<file path="src/source/f2_pkg.sv">
package f2_pkg;

    //////////////////////////////////////////////////////////////////////
    // Bus widths

    localparam int CPU_AW   = 23;   // 68000 word address
    localparam int DATA_W   = 16;
    localparam int GAME_W   = 4;
    localparam int REGION_W = 8;    // Matched against byte address 23:16
    localparam int IO_IDX_W = 4;

    //////////////////////////////////////////////////////////////////////
    // Game ids

    localparam logic [GAME_W-1:0] GAME_FINALB  = 4'd0;
    localparam logic [GAME_W-1:0] GAME_DINOREX = 4'd1;
    localparam logic [GAME_W-1:0] GAME_QJINSEI = 4'd2;

    //////////////////////////////////////////////////////////////////////
    // Input-port register indices

    localparam logic [IO_IDX_W-1:0] IO_DSWA   = 4'd0;
    localparam logic [IO_IDX_W-1:0] IO_DSWB   = 4'd1;
    localparam logic [IO_IDX_W-1:0] IO_P1     = 4'd2;
    localparam logic [IO_IDX_W-1:0] IO_P2     = 4'd3;
    localparam logic [IO_IDX_W-1:0] IO_SYSTEM = 4'd4;

    // Byte lane numbering follows the data strobes
    localparam int LANE_LOWER = 0;
    localparam int LANE_UPPER = 1;

    //////////////////////////////////////////////////////////////////////
    // CPU data word

    // Seen either as one word or as two byte lanes.
    // lanes[1] is D15..D8 (UDS), lanes[0] is D7..D0 (LDS)
    typedef union packed {
        logic [DATA_W-1:0] word;
        logic [1:0][7:0]   lanes;
    } cpu_word_t;

endpackage

</file>
<file path="src/source/address_decoder.sv">
`timescale 1ns/1ps

module address_decoder
    import f2_pkg::*;
(
    input  logic                cpu_as_n,
    input  logic [2:0]          cpu_fc,
    input  logic [CPU_AW-1:0]   cpu_addr,
    input  logic [REGION_W-1:0] work_base,
    input  logic [REGION_W-1:0] io_base,

    output logic                work_cs,
    output logic                io_cs,
    output logic                iack
);

    // Function code of an interrupt acknowledge cycle
    localparam logic [2:0] FC_IACK = 3'b111;

    logic                strobe;
    logic [REGION_W-1:0] region;
    logic                work_hit;
    logic                io_hit;

    //////////////////////////////////////////////////////////////////////
    // Cycle type

    assign strobe = ~cpu_as_n;
    assign iack   = strobe & (cpu_fc == FC_IACK);

    // Upper byte-address bits pick a 64 KB region
    assign region = cpu_addr[CPU_AW-1 -: REGION_W];

    assign work_hit = (region == work_base);
    assign io_hit   = (region == io_base);

    //////////////////////////////////////////////////////////////////////
    // Chip selects

    always_comb begin
        work_cs = 1'b0;
        io_cs   = 1'b0;
        if (strobe && !iack) begin
            if (work_hit) begin
                work_cs = 1'b1;
            end else if (io_hit) begin   // Work RAM wins on overlap
                io_cs = 1'b1;
            end
        end
    end

endmodule

</file>
<file path="config.mk">
export PLATFORM = sky130hd
export DESIGN_NAME = address_decoder
export DESIGN_NICKNAME = d
export VERILOG_FILES = /design/src/source/f2_pkg.sv /design/src/source/address_decoder.sv
export SDC_FILE = /design/constraint.sdc
export NUM_CORES = 1
export LEC_CHECK = 0
export ABC_AREA = 1
export BUFFER_PORTS_ARGS = -buffer_cell sky130_fd_sc_hd__buf_2
export CAP_MARGIN = 30
export CORE_AREA = 4 4 41 43
export DETAILED_ROUTE_END_ITERATION = 12
export DIE_AREA = 0 0 45 47
export MAX_ROUTING_LAYER = met4
export SETUP_SLACK_MARGIN = 0.05
export SLEW_MARGIN = 0
export SYNTH_ARGS = -nofsm -noshare
export SYNTH_HDL_FRONTEND = slang
export SYNTH_SLANG_ARGS = --single-unit
</file>
<file path="constraint.sdc">
create_clock -name vclk -period 0.8
set_input_delay 0.08 -clock vclk [all_inputs]
set_output_delay 0.08 -clock vclk [all_outputs]
set_load 0.01 [all_outputs]
</file>
-- Yosys cells after proc, flatten, opt, wreduce, memory -nomap -nowiden
Cells that the tools add are included.
- flip-flop bits (word level): 0
- input port bits: 43
- output and inout port bits: 3
- word-level logic and storage cells: 12
- equal/unequal tests: 3
- muxes and demuxes: 5
- bitwise gates (word level): 2
- reduce and logical (&&, ||, !) cells: 2
- operator list (cell ; count):
    8-bit equality test ; 2
    1-bit 2-to-1 mux ; 5
    3-bit equality test (second input constant) ; 1
    1-bit AND ; 1
    1-bit logical AND ; 1
    1-bit logical NOT ; 1
    1-bit NOT ; 1

-- Longest topological paths before layout
Gate-level depths: netlist of run 1.
- word-level depth: 5
- depth in mapped cells: 8

-- Least setup slack after synthesis of run 1
OpenSTA, ideal clock, no wires.
- kind: input-to-output
- from: input port io_base[5]
- to: output port io_cs
- data arrival time: 0.603 ns
- data required time: 0.720 ns
- path slack: 0.117 ns
- cell stages on the path: 8
- cells stage by stage: inv_1 > nand2_1 > nand2_1 > nor2_1 > nand2_1 > nor2_2 > nand2_1 > nor2_1
- word-level cells in the longest chain between the ends: 4
- RTL lines (element ; line ; RTL):
    start, declared ; address_decoder.sv:10 ; input logic [REGION_W-1:0] io_base,
    8-bit equality test ; address_decoder.sv:35 ; assign io_hit = (region == io_base);
    1-bit 2-to-1 mux ; address_decoder.sv:46 ; end else if (io_hit) begin
    1-bit 2-to-1 mux ; address_decoder.sv:44 ; if (work_hit) begin
    1-bit 2-to-1 mux ; address_decoder.sv:43 ; if (strobe && !iack) begin
    end, declared ; address_decoder.sv:13 ; output logic io_cs,
Every way passes these cells.

-- Worst setup path after layout of run 1
- from: input port work_base[3]
- to: output port work_cs
- word-level cells in the longest chain between the ends: 3
- RTL lines (element ; line ; RTL):
    start, declared ; address_decoder.sv:9 ; input logic [REGION_W-1:0] work_base,
    8-bit equality test ; address_decoder.sv:34 ; assign work_hit = (region == work_base);
    1-bit 2-to-1 mux ; address_decoder.sv:44 ;
    1-bit 2-to-1 mux ; address_decoder.sv:43 ;
    end, declared ; address_decoder.sv:12 ; output logic work_cs,
Every way passes these cells.

==> metrics.md, run 1 <==
| Metric | Value |
|---|---|
| Status | finished, violations left |
| Failing checks | setup timing |
| Core Region | 1301 um^2 |
| Seq cells | 0 |
| Hold Path Origin | cpu_as_n |
| Mapped Area | 286.5 um^2 |
| Int Power | between 100 and 150 uW |
| GRT Resource Usage Total | 0.07799 |
| Synth Instances | 57 |
| Placer Congestion | 0.5666 |
| Fmax | 1114 MHz |
| Vias in the first global route | 310 |
| Hold Crit Class | primary input to primary output |
| Avg WL per Cell | 8.462 um |
| Register area | 0 um^2 |
| Critical path required time | 0.72 ns |
| Setup TNS | -0.1819 ns |
| Met1 WL | between 300 and 400 um |
| Final setup fails | 2 |
| Seq pwr share | 0 |
| Die Footprint | 2115 um^2 |
| Largest family of logic cells by synthesized area | simple AND/OR/NAND/NOR gates |
| Slew at the pin with the worst max-slew slack | 0.1487 ns |
| Net Count, Synth | 100 |
| Met3 wire length | 95 um |
| IO Pins | 46 |
| Adder-Cell Fraction of Synth Area | 0 |
| Largest net degree at the start of global routing | 4 |
| DRC | 0 |
| Final Cell Area | 543.0 um^2 |
| N_diodes | 0 |
| Die X | 45 um |
| Synthesized area per cell | 5.027 um^2 |
| Setup crit end kind | primary output |
| Post-layout nets | 134 |
| Met2 wire length | roughly 450 um |
| Core Util, Final | 0.4173 |
| Hold EP | iack |
| Pre-CTS setup slack | -0.1238 ns |
| Clock buffers | 0 |
| Row cnt | 13 |
| Crit start category | primary input |
| Simple-gate share of the synthesized area | 0.5197 |
| Top sig layer | met3 |
| Slew margin rel. | 0.9002 |
| Area growth from synthesis to layout | 89.52% |
| NetSw | 101.9 uW |
| Maximum VDD drop | between 150 and 200 uV |
| WP data arrival | 0.82 ns |
| Placed Area | 467.9 um^2 |
| Worst hold margin | 0.4198 ns |
| Mux cell area share after synthesis | 0 |
| Final worst path period share | 1.122 |
| Register area share after synthesis | 0 |
| Switch share | 0.4233 |
| CP Class | primary input to primary output |
| Min cycle time layout | 0.8977 ns |
| Fillers | 155 |
| Post-CTS Setup Inserts | 0 |
| Layout cells sized above 1 | 0.4157 |
| Dpl hpwl | 758.9 um |
| Power density cells | 443.1 nW/um^2 |
| RSZ-0062 raised after global routing | yes |
| Synth warn | 0 |
| First-pass GRT wire length | 1.235 mm |
| Initial antenna violation count | 0 |
| Initial Utilization | 0.2202 |
| Vias | 401 |
| GR Overflow Total | 0 |
| Crit path max fanout | 2 |
| PnR worst setup slack | -0.09769 ns |
| Post-DR vias/cell | 3.856 |
| MaxCap Viol Count | 0 |
| Final WL | 880 um |
| Post-route ant nets | 0 |
| Comb power frac | 1.000 |
| Drt first pass iters | 3 |
| Final Max Tran Viols | 0 |
| Unique masters post-synth | 9 |
| Drt initial violations | 5 |
| Leakage power total | 0.0003292 uW |
| Final hold vios | 0 |
| Clock share of power | 0 |
| Die Y | 47 um |
| Hold-fix buffers at CTS | 0 |
| Compound-Gate Fraction of Synth Area | 0 |
| XOR/XNOR Fraction of Synth Area | 0.3362 |
| I/O Buffers | 31 |
| Worst Hold Depth | 3 |
power groups by stage:
stage	combinational (uW)	clock (uW)	sequential, uW
after floorplan	101	0	0
after global placement	201	0	0
after detailed placement	205	0	0
after CTS	236	0	0
after global routing	270	0	0
final	241	0	0
Yosys cell counts:
library cell	count	share of area
inv_1	11	0.14
nand2_1	21	0.28
xnor2_1	4	0.12
nor2_1	10	0.13
nand3_1	1	0.017
nor3_2	1	0.035
nand2_4	1	0.039
xor2_1	7	0.21
nor2_2	1	0.022
routing by layer:
layer / up-vias / GRT usage
met1: 156 / 0.09438
met5: - / -
met3: 0 / 0.003831
met2: 18 / 0.1497
li1: 227 / -
met4: 0 / 0
cells in the final DEF, fill, tap and decap left out, types with 4 or more instances in the layout:
cell type / count
buf_6: 10
nor2_1: 10
buf_2: 21
xor2_1: 7
xnor2_1: 4
nand2_1: 21
inv_1: 10
layout make-up:
| class | instances | area (um^2) | area share |
|---|---|---|---|
| Inverter | 11 | 41.29 | 0.07604 |
| Multi-Input combinational cell | 46 | 257.7 | 0.4747 |
| Tap cell | 15 | 18.77 | 0.03456 |
| Timing Repair Buffer | 32 | 225.2 | 0.4147 |
metrics by stage:
step,std cells,power (uW)
final,104,240.6
after global routing,104,269.9
after CTS,104,235.7
after detailed placement,104,204.6
after global placement,104,200.9
after floorplan,57,101.4
worst max-delay path: stages:
cell	delay [ns]
buf_6	0.09
xor2_1	0.15
nor2_1	0.12
nand2_1	0.09
nor3_2	0.15
buf_2	0.15
worst max path at each step:
stage | startpoint | endpoint | slack (ns) | cells past startpoint
floorplan | io_base[5] | io_cs | 0.12 | 8
global placement | cpu_addr[21] | work_cs | -0.1 | 6
detailed placement | cpu_addr[16] | io_cs | -0.12 | 10
CTS | work_base[3] | work_cs | -0.1 | 6
global route | cpu_addr[17] | io_cs | -0.23 | 10
finish | work_base[3] | work_cs | -0.1 | 6
kinds of logic after synthesis:
| kind of cell | Yosys count |
|---|---|
| xor+xnor | 11 |
| simple gates | 35 |
| buf+inv | 11 |
what timing repair did:
item,4_1_cts,5_1_grt
endpoints found under the setup margin,3,3
pin swaps,10,1
endpoints found under the hold margin,0,0
gates resized for setup,10,3
(Power assumes the default switching activity.)
==> run 2, diff against run 1 <==
clock period = 1.05 ns   (was 0.8 ns; I/O delays follow)
==> metrics.md, run 2 (synthesis results as in run 1) <==
| Metric | Value |
|---|---|
| Hold Crit Class | primary input to primary output (unchanged) |
| Status | finished, final reports clean (was finished, violations left) |
| Register area | 0 um^2 (unchanged) |
| Vias | 411 (was 401) |
| Clock share of power | 0 (about the same) |
| Slowest cell delay on critical path | 0.18 ns (was 0.15 ns) |
| Crit start category | primary input (unchanged) |
| Largest net degree at the start of global routing | 4 (unchanged) |
| Fmax | between 1000 and 1500 MHz |
| PnR worst setup slack | 0.06565 ns (was -0.09769 ns) |
| Comb power frac | 1.000 (about the same) |
| Final Max Tran Viols | 0 (unchanged) |
| Fillers | 149 (was 155) |
| Clock buffers | 0 (unchanged) |
| Crit-path leading delay family | simple AND/OR/NAND/NOR gates (unchanged) |
| Avg WL per Cell | 8.874 um (was 8.462 um) |
| Drt first pass iters | 2 (was 3) |
| Slew margin rel. | 0.8965 (was 0.9002) |
| WP data arrival | 0.88 ns (was 0.82 ns) |
| Post-DR vias/cell | 3.990 (was 3.856) |
| Pre-CTS setup slack | 0.06955 ns (was -0.1238 ns) |
| Post-route ant nets | 0 (unchanged) |
| Worst path slowest cell | nor3_2 (was xor2_1) |
| Post-layout nets | 133 (was 134) |
| Final WL | 914 um (was 880 um) |
| Crit path max fanout | 3 (was 2) |
| CP Class | primary input to primary output (unchanged) |
| Drt initial violations | 2 (was 5) |
| Core Util, Final | 0.4087 (was 0.4173) |
| MaxCap Viol Count | 0 (unchanged) |
| Final setup fails | 0 (was 2) |
| Most frequent cells in the layout | buf_2 (23), nand2_1 (20), nor2_1 (10) (was nand2_1 (21), buf_2 (21), nor2_1 (10), inv_1 (10), buf_6 (10)) |
| CP Cell Sequence | buf_6, xor2_1, nor2_1, nand2_1, nor3_2, buf_2 (unchanged) |
| Seq cells | 0 (unchanged) |
| Dpl hpwl | 768.8 um (was 758.9 um) |
| Initial Utilization | 0.2202 (unchanged) |
| Die Y | 47 um (unchanged) |
| I/O Buffers | 31 (unchanged) |
| NetSw | 79.58 uW (was 101.9 uW) |
| Switch share | 0.4313 (was 0.4233) |
| First-pass GRT wire length | 1.138 mm (was 1.235 mm) |
| GR Overflow Total | 0 (unchanged) |
| GRT Resource Usage Total | 0.07067 (was 0.07799) |
| Vias in the first global route | 311 (was 310) |
| RSZ-0062 raised after global routing | yes (unchanged) |
| Leakage power total | 0.0003290 uW (was 0.0003292 uW) |
| Min cycle time layout | approximately 0.98 ns |
| Final worst path period share | 0.9375 |
| CP Buf/Inv Count | 2 (unchanged) |
| Int Power | 104.9 uW (was 138.8 uW) |
| Power density cells | 347.0 nW/um^2 (was 443.1 nW/um^2) |
| Die Footprint | 2115 um^2 (unchanged) |
| Area growth from synthesis to layout | 85.59% (was 89.52%) |
| N_diodes | 0 (unchanged) |
| Setup crit end kind | primary output (unchanged) |
| Seq pwr share | 0 (about the same) |
| Critical path required time | 0.94 ns (was 0.72 ns) |
| Maximum VDD drop | 130.3 uV (was 163.9 uV) |
| Die X | 45 um (unchanged) |
| Layout cells sized above 1 | 0.4432 (was 0.4157) |
| Post-CTS Setup Inserts | 0 (unchanged) |
| Commonest non-fill, non-tap cell in the layout | buf_2 |
| Initial antenna violation count | 0 (unchanged) |
| Final hold vios | 0 (unchanged) |
| Worst Hold Depth | 3 (unchanged) |
| IO Pins | 46 (unchanged) |
| Core Region | 1301 um^2 (unchanged) |
| Row cnt | 13 (unchanged) |
| DRC | 0 (unchanged) |
| Slew at the pin with the worst max-slew slack | 0.1547 ns (was 0.1487 ns) |
| Placer Congestion | 0.5728 (was 0.5666) |
| Crit path depth | 6 (unchanged) |
[run 2: cell count changes in the layout (fill, tap and decap cells not counted), sizes merged]
cell,previous run,this run
buf,32,31
[run 2: stage by stage]
stage / hold slack, ns / power (uW) / setup TNS [ns] / instance area [um^2] / std cells
global placement: 0.4557 / 151.2 / 0 / 460.4 / 103
finish: 0.4619 / 184.5 / 0 / 531.8 / 103
floorplan: 0.2575 / 77.23 / 0 / 286.5 / 57
global route: 0.4850 / 208.3 / -0.01254 / 531.8 / 103
detailed placement: 0.4619 / 154.3 / 0 / 460.4 / 103
CTS: 0.4627 / 155.3 / 0 / 460.4 / 103
[run 2: final cells by class]
type | count | area (um^2) | share of cell area
Multi-Input combinational cell | 46 | 262.8 | 0.4941
Timing Repair Buffer | 31 | 209.0 | 0.3929
Inverter | 11 | 41.29 | 0.07765
Tap cell | 15 | 18.77 | 0.03529
[run 2: power groups by stage]
stage	sequential (uW)	combinational, uW	clock [uW]
after CTS	0	155	0
final	0	185	0
after global placement	0	151	0
after floorplan	0	77.2	0
after detailed placement	0	154	0
after global routing	0	208	0
[run 2: final timing paths]
check	startpoint	to	slack, ns
worst max-delay path	cpu_addr[16]	work_cs	0.07
worst min-delay path	cpu_as_n	iack	0.46
[run 2: what timing repair did]
| item | in CTS | in global routing |
|---|---|---|
| hold buffers | 0 | 0 |
| setup endpoints to repair | 0 | 2 |
| resized for setup | 0 | 15 |
[run 2: layer usage]
layer	vias to the layer above	GRT usage	part of all wire	routed length [um]
li1	225	-	-	-
met2	18	0.1356	0.54	495
met4	0	0	0	0
met3	0	0	0.092	84
met1	168	0.08764	0.37	334
met5	-	-	0	0
==> run 3, diff against run 2 <==
BUFFER_PORTS_ARGS = -buffer_cell sky130_fd_sc_hd__buf_4   (was -buffer_cell sky130_fd_sc_hd__buf_2)
CELL_PAD_IN_SITES_DETAIL_PLACEMENT = 1   (was not set)
CELL_PAD_IN_SITES_GLOBAL_PLACEMENT = 2   (was not set)
CORE_AREA = not set   (was 4 4 41 43)
CORE_ASPECT_RATIO = 2   (was not set)
CORE_MARGIN = 4   (was not set)
CORE_UTILIZATION = 11   (was not set)
DIE_AREA = not set   (was 0 0 45 47)
PLACE_DENSITY_LB_ADDON = 0.1   (was not set)
==> metrics.md, run 3 (synthesis results as in run 1) <==
| Metric | Value |
|---|---|
| Overall power | 217.4 uW (was 184.5 uW) |
| Register area | 0 um^2 (unchanged) |
| Fmax | 1024 MHz (was 1016 MHz) |
| Avg WL per Cell | 9.017 um (was 8.874 um) |
| Hold Crit Class | primary input to primary output (unchanged) |
| Crit path top cell by count | nor2_2 |
| Post-route ant nets | 0 (unchanged) |
| Worst Hold Depth | 3 (unchanged) |
| Drt first pass iters | 1 (was 2) |
| Core Region | 2537 um^2 (was 1301 um^2) |
| CP Class | primary input to primary output (unchanged) |
| Layout cells sized above 1 | 0.5568 (was 0.4432) |
| Power density cells | 344.8 nW/um^2 (was 347.0 nW/um^2) |
| Clock buffers | 0 (unchanged) |
| Slew margin rel. | 0.8891 (was 0.8965) |
| RSZ-0062 raised after global routing | yes (unchanged) |
| Setup TNS | 0 ns (unchanged) |
| Final Cell Area | 630.6 um^2 (was 531.8 um^2) |
| Slowest cell delay on critical path | 0.14 ns (was 0.18 ns) |
| Leakage power total | 0.0003432 uW (was 0.0003290 uW) |
| Die Footprint | 3535 um^2 (was 2115 um^2) |
| Critical path required time | 0.94 ns (about the same) |
| Min cycle time layout | 0.9764 ns (was 0.9843 ns) |
| Post-DR vias/cell | 3.707 (was 3.990) |
| Drt initial violations | 0 (was 2) |
| Die X | 44.09 um (was 45 um) |
| Pre-CTS setup slack | 0.02236 ns (was 0.06955 ns) |
| Placer Congestion | 0.6040 (was 0.5728) |
| MaxCap Viol Count | 0 (unchanged) |
| Slew at the pin with the worst max-slew slack | 0.1658 ns (was 0.1547 ns) |
| IO Pins | 46 (unchanged) |
| Final worst path period share | 0.9299 (was 0.9375) |
| Initial antenna violation count | 0 (unchanged) |
| Crit path max fanout | 2 (was 3) |
| Most frequent cells in the layout | buf_4 (21), nand2_1 (16), buf_6 (9) (was buf_2 (23), nand2_1 (20), nor2_1 (10)) |
| N_diodes | 0 (unchanged) |
| Post-CTS Setup Inserts | 0 (unchanged) |
| Dpl hpwl | 996.6 um (was 768.8 um) |
| WP data arrival | 0.87 ns (was 0.88 ns) |
| Row cnt | 26 (was 13) |
| Initial Utilization | 0.1129 (was 0.2202) |
| Worst path slowest cell | xor2_1 (was nor3_2) |
| CP Cell Sequence | buf_6, xor2_1, nor2_1, nand2_2, nor2_2, nor2_2, buf_4 (was buf_6, xor2_1, nor2_1, nand2_1, nor3_2, buf_2) |
| Final Max Tran Viols | 0 (unchanged) |
| Setup crit end kind | primary output (unchanged) |
| Final WL | 1.046 mm (was 914 um) |
| First-pass GRT wire length | 1.587 mm (was 1.138 mm) |
| Final setup fails | 0 (unchanged) |
| Crit start category | primary input (unchanged) |
| GRT Resource Usage Total | 0.05686 (was 0.07067) |
| Final hold vios | 0 (unchanged) |
| Hold-fix buffers at CTS | 0 (unchanged) |
| I/O Buffers | 31 (unchanged) |
| Post-layout nets | 133 (unchanged) |
| DRC | 0 (unchanged) |
| Vias in the first global route | 426 (was 311) |
| Vias | 430 (was 411) |
| Core Util, Final | 0.2485 (was 0.4087) |
| Status | finished, final reports clean (unchanged) |
| Die Y | 80.18 um (was 47 um) |
| Area growth from synthesis to layout | 120.1% (was 85.59%) |
| GR Overflow Total | 0 (unchanged) |
| Commonest non-fill, non-tap cell in the layout | buf_4 (was buf_2) |
| PnR worst setup slack | 0.07360 ns (was 0.06565 ns) |
| Maximum VDD drop | 91.52 uV (was 130.3 uV) |
| Seq cells | 0 (unchanged) |
| Largest net degree at the start of global routing | 4 (unchanged) |
| Placed Area | 554.3 um^2 (was 460.4 um^2) |
-- run 3: cell counts in the layout (fill, tap and decap cells not counted) --
No cell type changed its count.
-- run 3: power by group --
group,internal (uW),switching [uW]
logic,131,86.4
registers,0,0
clock network,0,0
-- run 3: critical path: cells and delay by family --
kind | cells | cell delay, ns
XOR/XNOR | 1 | 0.14
AND/OR/NAND/NOR | 4 | 0.40
buffers and inverters | 2 | 0.22
-- run 3: per-layer routing --
layer  global-route usage  routed length [um]
met5                    -                   0
met2               0.1257                 663
met3             0.002242                  84
met1              0.05166                 298
met4                    0                   0
-- run 3: final cells by class --
type                       count  area, um^2
inverter                      11       43.79
fill                         337        1907
timing repair buffer          31       274.0
tap                           28       35.03
multi-input combinational     46       277.8
-- run 3: final timing paths --
kind | from | to | slack (ns)
setup / recovery | work_base[6] | io_cs | 0.07
hold / removal | cpu_as_n | iack | 0.46
-- run 3: repair_timing --
| action | in CTS | in global routing |
|---|---|---|
| gates resized for setup | 6 | 21 |
| pin swaps | 9 | 20 |
| setup endpoints to repair | 2 | 2 |
| gates cloned | 0 | 0 |
-- run 3: through the flow --
stage	instances	hold WS, ns
global placement	116	0.4632
detailed placement	116	0.4646
CTS	116	0.4646
global route	116	0.4720
floorplan	57	0.2575
finish	116	0.4629
